$ cat config.mk
export PLATFORM = sky130hd
export DESIGN_NAME = mmu_top
export DESIGN_NICKNAME = d
export VERILOG_FILES = /design/src/hdl/mmu_pkg.sv /design/src/hdl/tlb_entry_file.sv /design/src/hdl/tlb_lookup.sv /design/src/hdl/tlb_translate_pipe.sv /design/src/hdl/mmu_top.sv
export SDC_FILE = /design/constraint.sdc
export NUM_CORES = 2
export LEC_CHECK = 0
export BUFFER_PORTS_ARGS = -buffer_cell sky130_fd_sc_hd__buf_2
export CELL_PAD_IN_SITES_DETAIL_PLACEMENT = 0
export CELL_PAD_IN_SITES_GLOBAL_PLACEMENT = 1
export CORE_AREA = 2 2 424 426
export DETAILED_ROUTE_END_ITERATION = 10
export DIE_AREA = 0 0 426 428
export PLACE_DENSITY = 0.7
export SLEW_MARGIN = 0
export SYNTH_ARGS = -nofsm -noshare
export SYNTH_HDL_FRONTEND = slang
export SYNTH_HIERARCHICAL = 1
export SYNTH_SLANG_ARGS = --single-unit
$ cat constraint.sdc
create_clock -name clk_i -period 6.33 [get_ports clk_i]
set_clock_uncertainty 0.15 [all_clocks]
set_input_delay 0.9495 -clock clk_i [delete_from_list [all_inputs] [get_ports clk_i]]
set_output_delay 0.9495 -clock clk_i [all_outputs]
set_load 0.005 [all_outputs]
$ cat src/hdl/mmu_pkg.sv
package mmu_pkg;

    // =========================================================================
    // sizes
    // =========================================================================

    localparam int tlb_entries     = 16;
    localparam int req_queue_depth = 4;
    localparam int resp_credits    = 2;

    // global flag of a committed entry lives in entry_hi.unused.
    localparam int hi_global_bit   = 0;

    typedef logic [$clog2(tlb_entries)-1:0]       tlb_index_t;
    typedef logic [$clog2(req_queue_depth)-1:0]   req_ptr_t;
    typedef logic [$clog2(req_queue_depth+1)-1:0] req_count_t;
    typedef logic [$clog2(resp_credits+1)-1:0]    resp_count_t;

    typedef logic [31:0] word_t;
    typedef logic [7:0]  asid_t;

    // =========================================================================
    // entry layouts
    // =========================================================================

    typedef struct packed {
        logic [18:0] vpn2;
        logic [4:0]  unused;
        asid_t       asid;
    } entry_hi_t;

    typedef struct packed {
        logic [5:0]  unused;
        logic [19:0] pfn;
        logic [2:0]  c;
        logic        d;
        logic        v;
        logic        g;
    } entry_lo_t;

    typedef struct packed {
        entry_hi_t hi;
        entry_lo_t lo_even;
        entry_lo_t lo_odd;
    } tlb_entry_t;

    // one write word, seen as either register layout.
    typedef union packed {
        entry_hi_t hi;
        entry_lo_t lo;
    } cfg_word_u;

    typedef enum logic [2:0] {
        sel_hi      = 3'd0,
        sel_lo_even = 3'd1,
        sel_lo_odd  = 3'd2,
        sel_index   = 3'd3,
        sel_asid    = 3'd4,
        sel_commit  = 3'd5
    } cfg_sel_t;

    typedef struct packed {
        logic      en;
        cfg_sel_t  sel;
        cfg_word_u data;
    } cfg_wr_t;

    // =========================================================================
    // translation
    // =========================================================================

    typedef enum logic [1:0] {
        exc_none     = 2'd0,
        exc_refill   = 2'd1,
        exc_invalid  = 2'd2,
        exc_modified = 2'd3
    } exc_t;

    typedef struct packed {
        word_t vaddr;
        logic  store;
    } xlate_req_t;

    typedef struct packed {
        word_t      paddr;
        logic [2:0] c;
        exc_t       exc;
        tlb_index_t index;
    } xlate_resp_t;

    typedef struct packed {
        logic       hit;
        tlb_index_t index;
        word_t      paddr;
        logic [2:0] c;
        logic       d;
        logic       v;
    } lookup_res_t;

endpackage

$ cat src/hdl/tlb_entry_file.sv
`timescale 1ns/100ps

module tlb_entry_file import mmu_pkg::*; (
    input  logic       clk_i,
    input  logic       reset_i,
    input  cfg_wr_t    cfg_i,
    output tlb_entry_t entries_o [tlb_entries],
    output asid_t      asid_o
);

    entry_hi_t  stage_hi;
    entry_lo_t  stage_lo_even;
    entry_lo_t  stage_lo_odd;
    tlb_index_t stage_index;
    tlb_entry_t commit_entry;
    tlb_entry_t entries_q [tlb_entries];
    asid_t      asid_q;
    word_t      cfg_raw;

    // index is taken from the plain low bits of the word.
    assign cfg_raw = cfg_i.data;

    // =========================================================================
    // staging registers
    // =========================================================================

    always_ff @(posedge clk_i) begin
        if (cfg_i.en) begin
            case (cfg_i.sel)
                sel_hi: begin
                    stage_hi <= cfg_i.data.hi;
                end
                sel_lo_even: begin
                    stage_lo_even <= cfg_i.data.lo;
                end
                sel_lo_odd: begin
                    stage_lo_odd <= cfg_i.data.lo;
                end
                sel_index: begin
                    stage_index <= cfg_raw[$bits(tlb_index_t)-1:0];
                end
                default: begin
                end
            endcase
        end
    end

    // entry is global only when both lo words carry g.
    always_comb begin
        commit_entry = '{hi: stage_hi, lo_even: stage_lo_even, lo_odd: stage_lo_odd};
        commit_entry.hi.unused = '0;
        commit_entry.hi.unused[hi_global_bit] = stage_lo_even.g & stage_lo_odd.g;
    end

    // =========================================================================
    // entry array and current asid
    // =========================================================================

    always_ff @(posedge clk_i) begin
        if (reset_i) begin
            for (int i = 0; i < tlb_entries; i++) begin
                entries_q[i] <= '0;
            end
            asid_q <= '0;
        end else if (cfg_i.en) begin
            if (cfg_i.sel == sel_commit) begin
                entries_q[stage_index] <= commit_entry;
            end
            if (cfg_i.sel == sel_asid) begin
                asid_q <= cfg_i.data.hi.asid;
            end
        end
    end

    assign entries_o = entries_q;
    assign asid_o    = asid_q;

endmodule

$ cat src/hdl/tlb_lookup.sv
`timescale 1ns/100ps

module tlb_lookup import mmu_pkg::*; (
    input  tlb_entry_t  entries_i [tlb_entries],
    input  asid_t       asid_i,
    input  word_t       vaddr_i,
    output lookup_res_t result_o
);

    logic [tlb_entries-1:0] match;
    tlb_index_t             hit_index;
    tlb_entry_t             hit_entry;
    entry_lo_t              hit_lo;

    // =========================================================================
    // per-entry compare
    // =========================================================================

    genvar i;
    generate
        for (i = 0; i < tlb_entries; i++) begin : gen_match
            assign match[i] = (entries_i[i].hi.vpn2 == vaddr_i[31:13]) &&
                              ((entries_i[i].hi.asid == asid_i) ||
                               entries_i[i].hi.unused[hi_global_bit]);
        end
    endgenerate

    // lowest matching index wins.
    always_comb begin
        hit_index = '0;
        for (int n = tlb_entries - 1; n >= 0; n--) begin
            if (match[n]) begin
                hit_index = tlb_index_t'(n);
            end
        end
    end

    // =========================================================================
    // page select and result
    // =========================================================================

    assign hit_entry = entries_i[hit_index];

    // bit 12 picks the odd page of the pair.
    assign hit_lo = vaddr_i[12] ? hit_entry.lo_odd : hit_entry.lo_even;

    always_comb begin
        result_o.hit   = |match;
        result_o.index = hit_index;
        result_o.paddr = {hit_lo.pfn, vaddr_i[11:0]};
        result_o.c     = hit_lo.c;
        result_o.d     = hit_lo.d;
        result_o.v     = hit_lo.v;
    end

endmodule

$ cat src/hdl/tlb_translate_pipe.sv
`timescale 1ns/100ps

module tlb_translate_pipe import mmu_pkg::*; (
    input  logic        clk_i,
    input  logic        reset_i,
    input  logic        req_valid_i,
    input  xlate_req_t  req_i,
    output logic        req_credit_o,
    output word_t       lookup_vaddr_o,
    input  lookup_res_t lookup_i,
    output logic        resp_valid_o,
    output xlate_resp_t resp_o,
    input  logic        resp_credit_i
);

    xlate_req_t  q_mem [req_queue_depth];
    req_ptr_t    wr_ptr;
    req_ptr_t    rd_ptr;
    req_count_t  q_count;
    xlate_req_t  head;
    logic        push;
    logic        pop;
    resp_count_t resp_cnt;
    logic        resp_avail;
    logic        resp_valid_q;
    xlate_resp_t resp_d;
    xlate_resp_t resp_q;
    logic        req_credit_q;

    // =========================================================================
    // request queue
    // =========================================================================

    assign push = req_valid_i;
    assign head = q_mem[rd_ptr];

    always_ff @(posedge clk_i) begin
        if (push) begin
            q_mem[wr_ptr] <= req_i;
        end
    end

    always_ff @(posedge clk_i) begin
        if (reset_i) begin
            wr_ptr  <= '0;
            rd_ptr  <= '0;
            q_count <= '0;
        end else begin
            if (push) begin
                wr_ptr <= wr_ptr + req_ptr_t'(1);
            end
            if (pop) begin
                rd_ptr <= rd_ptr + req_ptr_t'(1);
            end
            case ({push, pop})
                2'b10:   q_count <= q_count + req_count_t'(1);
                2'b01:   q_count <= q_count - req_count_t'(1);
                default: q_count <= q_count;
            endcase
        end
    end

    assign lookup_vaddr_o = head.vaddr;

    // =========================================================================
    // response credits
    // =========================================================================

    // a response sitting in the output register has already claimed a credit.
    assign resp_avail = resp_cnt > resp_count_t'(resp_valid_q);
    assign pop        = (q_count != '0) && resp_avail;

    always_ff @(posedge clk_i) begin
        if (reset_i) begin
            resp_cnt <= resp_count_t'(resp_credits);
        end else begin
            case ({resp_credit_i, resp_valid_q})
                2'b10:   resp_cnt <= resp_cnt + resp_count_t'(1);
                2'b01:   resp_cnt <= resp_cnt - resp_count_t'(1);
                default: resp_cnt <= resp_cnt;
            endcase
        end
    end

    // =========================================================================
    // classification and response stage
    // =========================================================================

    always_comb begin
        resp_d.paddr = lookup_i.paddr;
        resp_d.c     = lookup_i.c;
        resp_d.index = lookup_i.index;
        if (!lookup_i.hit) begin
            resp_d.exc = exc_refill;
        end else if (!lookup_i.v) begin
            resp_d.exc = exc_invalid;
        end else if (head.store && !lookup_i.d) begin
            resp_d.exc = exc_modified;
        end else begin
            resp_d.exc = exc_none;
        end
    end

    always_ff @(posedge clk_i) begin
        if (pop) begin
            resp_q <= resp_d;
        end
    end

    always_ff @(posedge clk_i) begin
        if (reset_i) begin
            resp_valid_q <= 1'b0;
            req_credit_q <= 1'b0;
        end else begin
            resp_valid_q <= pop;
            req_credit_q <= pop;
        end
    end

    assign resp_valid_o = resp_valid_q;
    assign resp_o       = resp_q;
    assign req_credit_o = req_credit_q;

endmodule

$ cat src/hdl/mmu_top.sv
`timescale 1ns/100ps

module mmu_top import mmu_pkg::*; (
    input  logic        clk_i,
    input  logic        reset_i,
    input  cfg_wr_t     cfg_i,
    input  logic        req_valid_i,
    input  xlate_req_t  req_i,
    output logic        req_credit_o,
    output logic        resp_valid_o,
    output xlate_resp_t resp_o,
    input  logic        resp_credit_i
);

    tlb_entry_t  entries [tlb_entries];
    asid_t       asid;
    word_t       lookup_vaddr;
    lookup_res_t lookup_res;

    tlb_entry_file u_entry_file (
        .clk_i     (clk_i),
        .reset_i   (reset_i),
        .cfg_i     (cfg_i),
        .entries_o (entries),
        .asid_o    (asid)
    );

    tlb_lookup u_lookup (
        .entries_i (entries),
        .asid_i    (asid),
        .vaddr_i   (lookup_vaddr),
        .result_o  (lookup_res)
    );

    tlb_translate_pipe u_pipe (
        .clk_i          (clk_i),
        .reset_i        (reset_i),
        .req_valid_i    (req_valid_i),
        .req_i          (req_i),
        .req_credit_o   (req_credit_o),
        .lookup_vaddr_o (lookup_vaddr),
        .lookup_i       (lookup_res),
        .resp_valid_o   (resp_valid_o),
        .resp_o         (resp_o),
        .resp_credit_i  (resp_credit_i)
    );

endmodule

## Word-level counts from Yosys, hierarchy flattened

Memory sizes are Yosys's and may differ from the RTL's. A register that Yosys moved wholly into a read port is not among the register bits.
Cells that the tools add are included.

- Bitwise operators: 3
- Add/subtract/negate cells: 6
- $lt $le $gt $ge: 4
- Equal/unequal tests: 41
- Reduce and logical (&&, ||, !) cells: 47
- Mux-type cells: 31

Operators by type and width:

| cell | number |
|---|---|
| bitwise mux 1536 bit | 1 |
| binary-select mux 96 bit (select 4 bit) | 1 |
| demux 96 bit (select 4 bit) | 1 |
| equality test 19 bit | 16 |
| equality test 8 bit | 16 |
| 2-to-1 mux 58 bit | 2 |
| 2-to-1 mux 96 bit | 1 |
| 2-to-1 mux 4 bit | 16 |
| 2-to-1 mux 26 bit | 1 |
| logical AND 1 bit | 19 |
| logical OR 1 bit | 16 |
| OR reduction 16 bit | 1 |
| AND reduction 2 bit | 6 |
| greater-or-equal comparator 5 bit, second input constant | 2 |
| NOT 4 -> 5 bit | 2 |
| 2-to-1 mux 2 bit | 4 |
| adder 2 x 1 -> 2 bit, second input constant | 3 |
| equality test 3 x 2 -> 1 bit, second input constant | 2 |
| equality test 3 bit, second input constant | 2 |
| one-hot mux 3 bit (2 select lines) | 1 |
| < comparator 5 x 1 -> 1 bit, second input constant | 1 |
| equality test 2 x 1 -> 1 bit, second input constant | 2 |
| equality test 2 bit, second input constant | 2 |
| one-hot mux 2 bit (2 select lines) | 1 |
| 11 further kinds | 13 |

- Bits of input ports: 73
- Bits in writable memories: 132
- Memories: 1
- Register bits: 1690

Memories:

| name | words | bits a word | read ports | clocked after Yosys merged registers in | write ports | line | text |
|---|---|---|---|---|---|---|---|
| u_pipe.q_mem | 4 | 33 | 1 | 1 | 1 | tlb_translate_pipe.sv:16 | `xlate_req_t q_mem [req_queue_depth];` |

## Depth between registers and ports, before layout

- Word-level depth: 28
- Gate-level depth with buffers: 23
- Mapped depth without buffers: 15

## Modules after synthesis

Netlist, hierarchy kept.

Modules (own cells, without submodules):

| module | times used | area each (sq um) | cells an instance |
|---|---|---|---|
| tlb_entry_file | 1 | 60330.4 | 5246 |
| tlb_lookup | 1 | 12520.8 | 1555 |
| tlb_translate_pipe | 1 | 6623.9 | 283 |

## Worst setup path before layout

OpenSTA, ideal clock, no wires.

- Path type: register -> register
- Start: register (tool-made name)
- End: register u_pipe.resp_q (netlist bit u_pipe/resp_o[5]), data pin
- Stages on the path, launching flop included: 22
- Slack: 1.222 ns
- Arrival time: 4.693 ns
- Buffers on the path: 7
- Data required time: 5.915 ns
- Path through: dfxtp_1 -> buf_2 -> buf_6 -> mux4_2 -> buf_4 -> buf_2 -> xor2_1 -> nor4_1 -> nand2_1 -> or3_1 -> o311a_1 -> o311a_1 -> o21a_1 -> buf_6 -> buf_12 -> clkbuf_1 -> mux2_2 -> a221oi_1 -> or4_1 -> nor3_1 -> nand2b_1 -> a21boi_1

RTL lines:

| element | line | text |
|---|---|---|
| end signal, assigned | tlb_translate_pipe.sv:106 | `resp_q <= resp_d;` |
| end, declared | tlb_translate_pipe.sv:27 | `xlate_resp_t resp_q;` |

==> metrics.md <==
| Metric | Value |
|---|---|
| Outcome | complete, no violations |
| Die height | ~430 µm |
| Final slew viol count | 0 |
| Placed wire-length estimate after detailed placement | 120,000 µm |
| Area of the core region | about 180,000 µm² |
| Cts bufs inserted | 165 |
| Required time of the worst setup path | between 6 and 7 ns |
| Clk Tree Root Cell | sky130_fd_sc_hd__clkbuf_16 |
| Total leakage power | ~36 nW |
| Net Count, Synth | 6,374 |
| Final TNS setup | 0 ns |
| Port Buf Inserts | 115 |
| Via count of the first global-routing pass | about 46,000 |
| Period minus WS final | 5.97 ns |
| Highest Clock Rate | 0.168 GHz |
| Placer Congestion | 0.838 |
| Worst supply voltage drop on vdd | 0.374 mV |
| Maximum fanout along the worst path | 39 |
| Slew @ Worst Pin | approximately 1.3 ns |
| RSZ-0062 raised after global routing | false |
| Min setup slack post-route | 0.363 ns |
| Die Width | around 430 µm |
| CTS clk-pin slew, worst paths | 0.06 ns |
| Maximum number of buffers from clock root to sink | 3 |
| Routed length per placed instance | 24.2 µm |
| Area growth, synth to finish | 10.1% |
| Power Density | about 300 nW/µm² |
| Commonest cells after routing, fill and taps aside | sky130_fd_sc_hd__nand2b_1, sky130_fd_sc_hd__dfxtp_1, sky130_fd_sc_hd__mux2i_1 |
| Full die area | between 150,000 and 200,000 µm² |
| Endpoints failing hold | 0 |
| Startpoint type of the worst setup path | flop |
| Hold buffers post-CTS | 0 |
| Antenna-violating nets left | 0 |
| Place WS | 0.160 ns |
| Count of pins on the block boundary | around 120 |
| Worst EP arrival | approximately 6.5 ns |
| Global routing usage summed across all routing layers | 22.1% |
| Fraction of the cycle the final worst path needs | 94.3% |
| Global-route congestion overflow total | 0 |
| Leading cell type in the layout, fill and taps excluded | sky130_fd_sc_hd__nand2b_1 |
| Kind of critical path | flop to flop |
| Vias after detailed routing | around 45,000 |
| Share of layout cells above drive strength 1 | 12.7% |
| Final #Nets | a little over 6,000 |
| Critical path capture point type | flop |
| Rows | 155 |
| Normalized max-slew margin | 13.6% |
| Count of clock tree sinks | around 1,500 |
| Final setup violation count | 0 |
| Per-instance average area after synthesis | 11.2 µm² |
| # Max-Cap Violations | 0 |
| Number of antenna violations at the first check in global routing | 13 |
| Number of warning messages in the yosys log | 6 |
| Post-detailed-routing wire length | 206,000 µm |
| Cell area after synthesis | around 70,000 µm² |
| Initial detailed-routing violation count | 3,043 |
| CTS tree | yes |
| DRC errors left | 0 |
| Wire length of the first global-routing pass | between 300,000 and 400,000 µm |
| H-Tree Level Count | 4 |
| Post-Syn Instances | around 6,300 |
| Largest net degree at the start of global routing | 194 |
| 1st-pass router iterations | 6 |
| Type of the tightest min-delay check | input pin to flop |
| Vias per Instance | 5.32 |
| Effective utilization at floorplan | 39.6% |
| Clock latency of the later-clocked register in the worst-skew pair | 0.80 ns |
-- area by class of cell --
| class | count | area, µm² |
|---|---|---|
| timing repair buffer | 258 | 2020 |
| antenna | 3 | 7.51 |
| tap | 2355 | 2950 |
| clock inverter | 54 | 586 |
| multi-input combinational | 4069 | 33800 |
| fill | 16664 | 100000 |
| clock buffer | 254 | 4910 |
| inverter | 14 | 62.6 |
| sequential | 1524 | 33100 |
-- registers in the layout, summed over array words and instances, names as in the netlist, named ones only --
register and cells:
u_entry_file/asid_o 8, u_pipe/rd_ptr 2, u_pipe/q_count 3, u_pipe/req_credit_o 1, u_entry_file/stage_index 4, u_entry_file/commit_entry 79, u_pipe/wr_ptr 2, u_pipe/resp_cnt 2
u_pipe/q_mem 132, u_entry_file/entries_o 1248, u_pipe/resp_o 41
-- report_power, final --
part           total [mW]  internal [mW]  leakage, nW  switching (mW)
sequential           10.3           10.2         12.6           0.165
clock                9.76           5.62         2.68            4.14
combinational        2.84           1.02         21.0            1.83
total                22.9           16.8         36.3            6.13
-- stage by stage --
stage / hold slack (ns) / instance area [µm²] / util, % / std cells / power [mW]
final: 0.175 / 77400 / 43.6 / 8531 / 22.9
after global routing: 0.137 / 77400 / 43.6 / 8530 / 23.7
after CTS: 0.110 / 77300 / 43.5 / 8520 / 23.2
after detailed placement: 0.308 / 71800 / 40.4 / 8212 / 13.4
after global placement: 0.304 / 71800 / 40.4 / 8212 / 13.4
after floorplan: 0.294 / 70300 / - / 6293 / 12.3
-- final timing paths --
path / from / to / slack (ns) / depth (start not counted)
worst min-delay path: cfg_i[27] / u_entry_file/commit_entry[91] / 0.18 / 1
worst max-delay path: flop / u_pipe/resp_o[38] / 0.36 / 15
worst max register to register: flop / u_pipe/resp_o[38] / 0.36 / 15
worst min register to register: u_entry_file/entries_o[1442] / u_entry_file/entries_o[1442] / 0.32 / 2
-- what timing repair did --
action | CTS | global route
setup endpoints to repair | 0 | 18
resized for setup | 0 | 1
buffers inserted | 0 | 8
-- per-layer routing --
metal | GRT usage [%] | routed length (µm)
met2 | 37.5 | 100000
met5 | 0 | 0
met3 | 2.74 | 7680
met4 | 7.14 | 6600
met1 | 29.1 | 91800
-- worst max-delay path, cell delays in order (launching register included) --
cell and delay (ns):
sky130_fd_sc_hd__dfxtp_2 0.33, sky130_fd_sc_hd__buf_4 0.24, sky130_fd_sc_hd__mux4_2 0.88, sky130_fd_sc_hd__xor2_1 0.28, sky130_fd_sc_hd__nor4_1 0.74, sky130_fd_sc_hd__nand4_1 0.20, sky130_fd_sc_hd__or3_1 0.43, sky130_fd_sc_hd__and4_1 0.24
sky130_fd_sc_hd__o31ai_4 0.14, sky130_fd_sc_hd__nand2_8 0.24, sky130_fd_sc_hd__inv_8 0.35, sky130_fd_sc_hd__buf_4 0.47, sky130_fd_sc_hd__mux4_2 0.28, sky130_fd_sc_hd__nor2_1 0.04, sky130_fd_sc_hd__or4_1 0.53, sky130_fd_sc_hd__nor3_1 0.20
No activity file was read; power rests on OpenSTA's default activity.
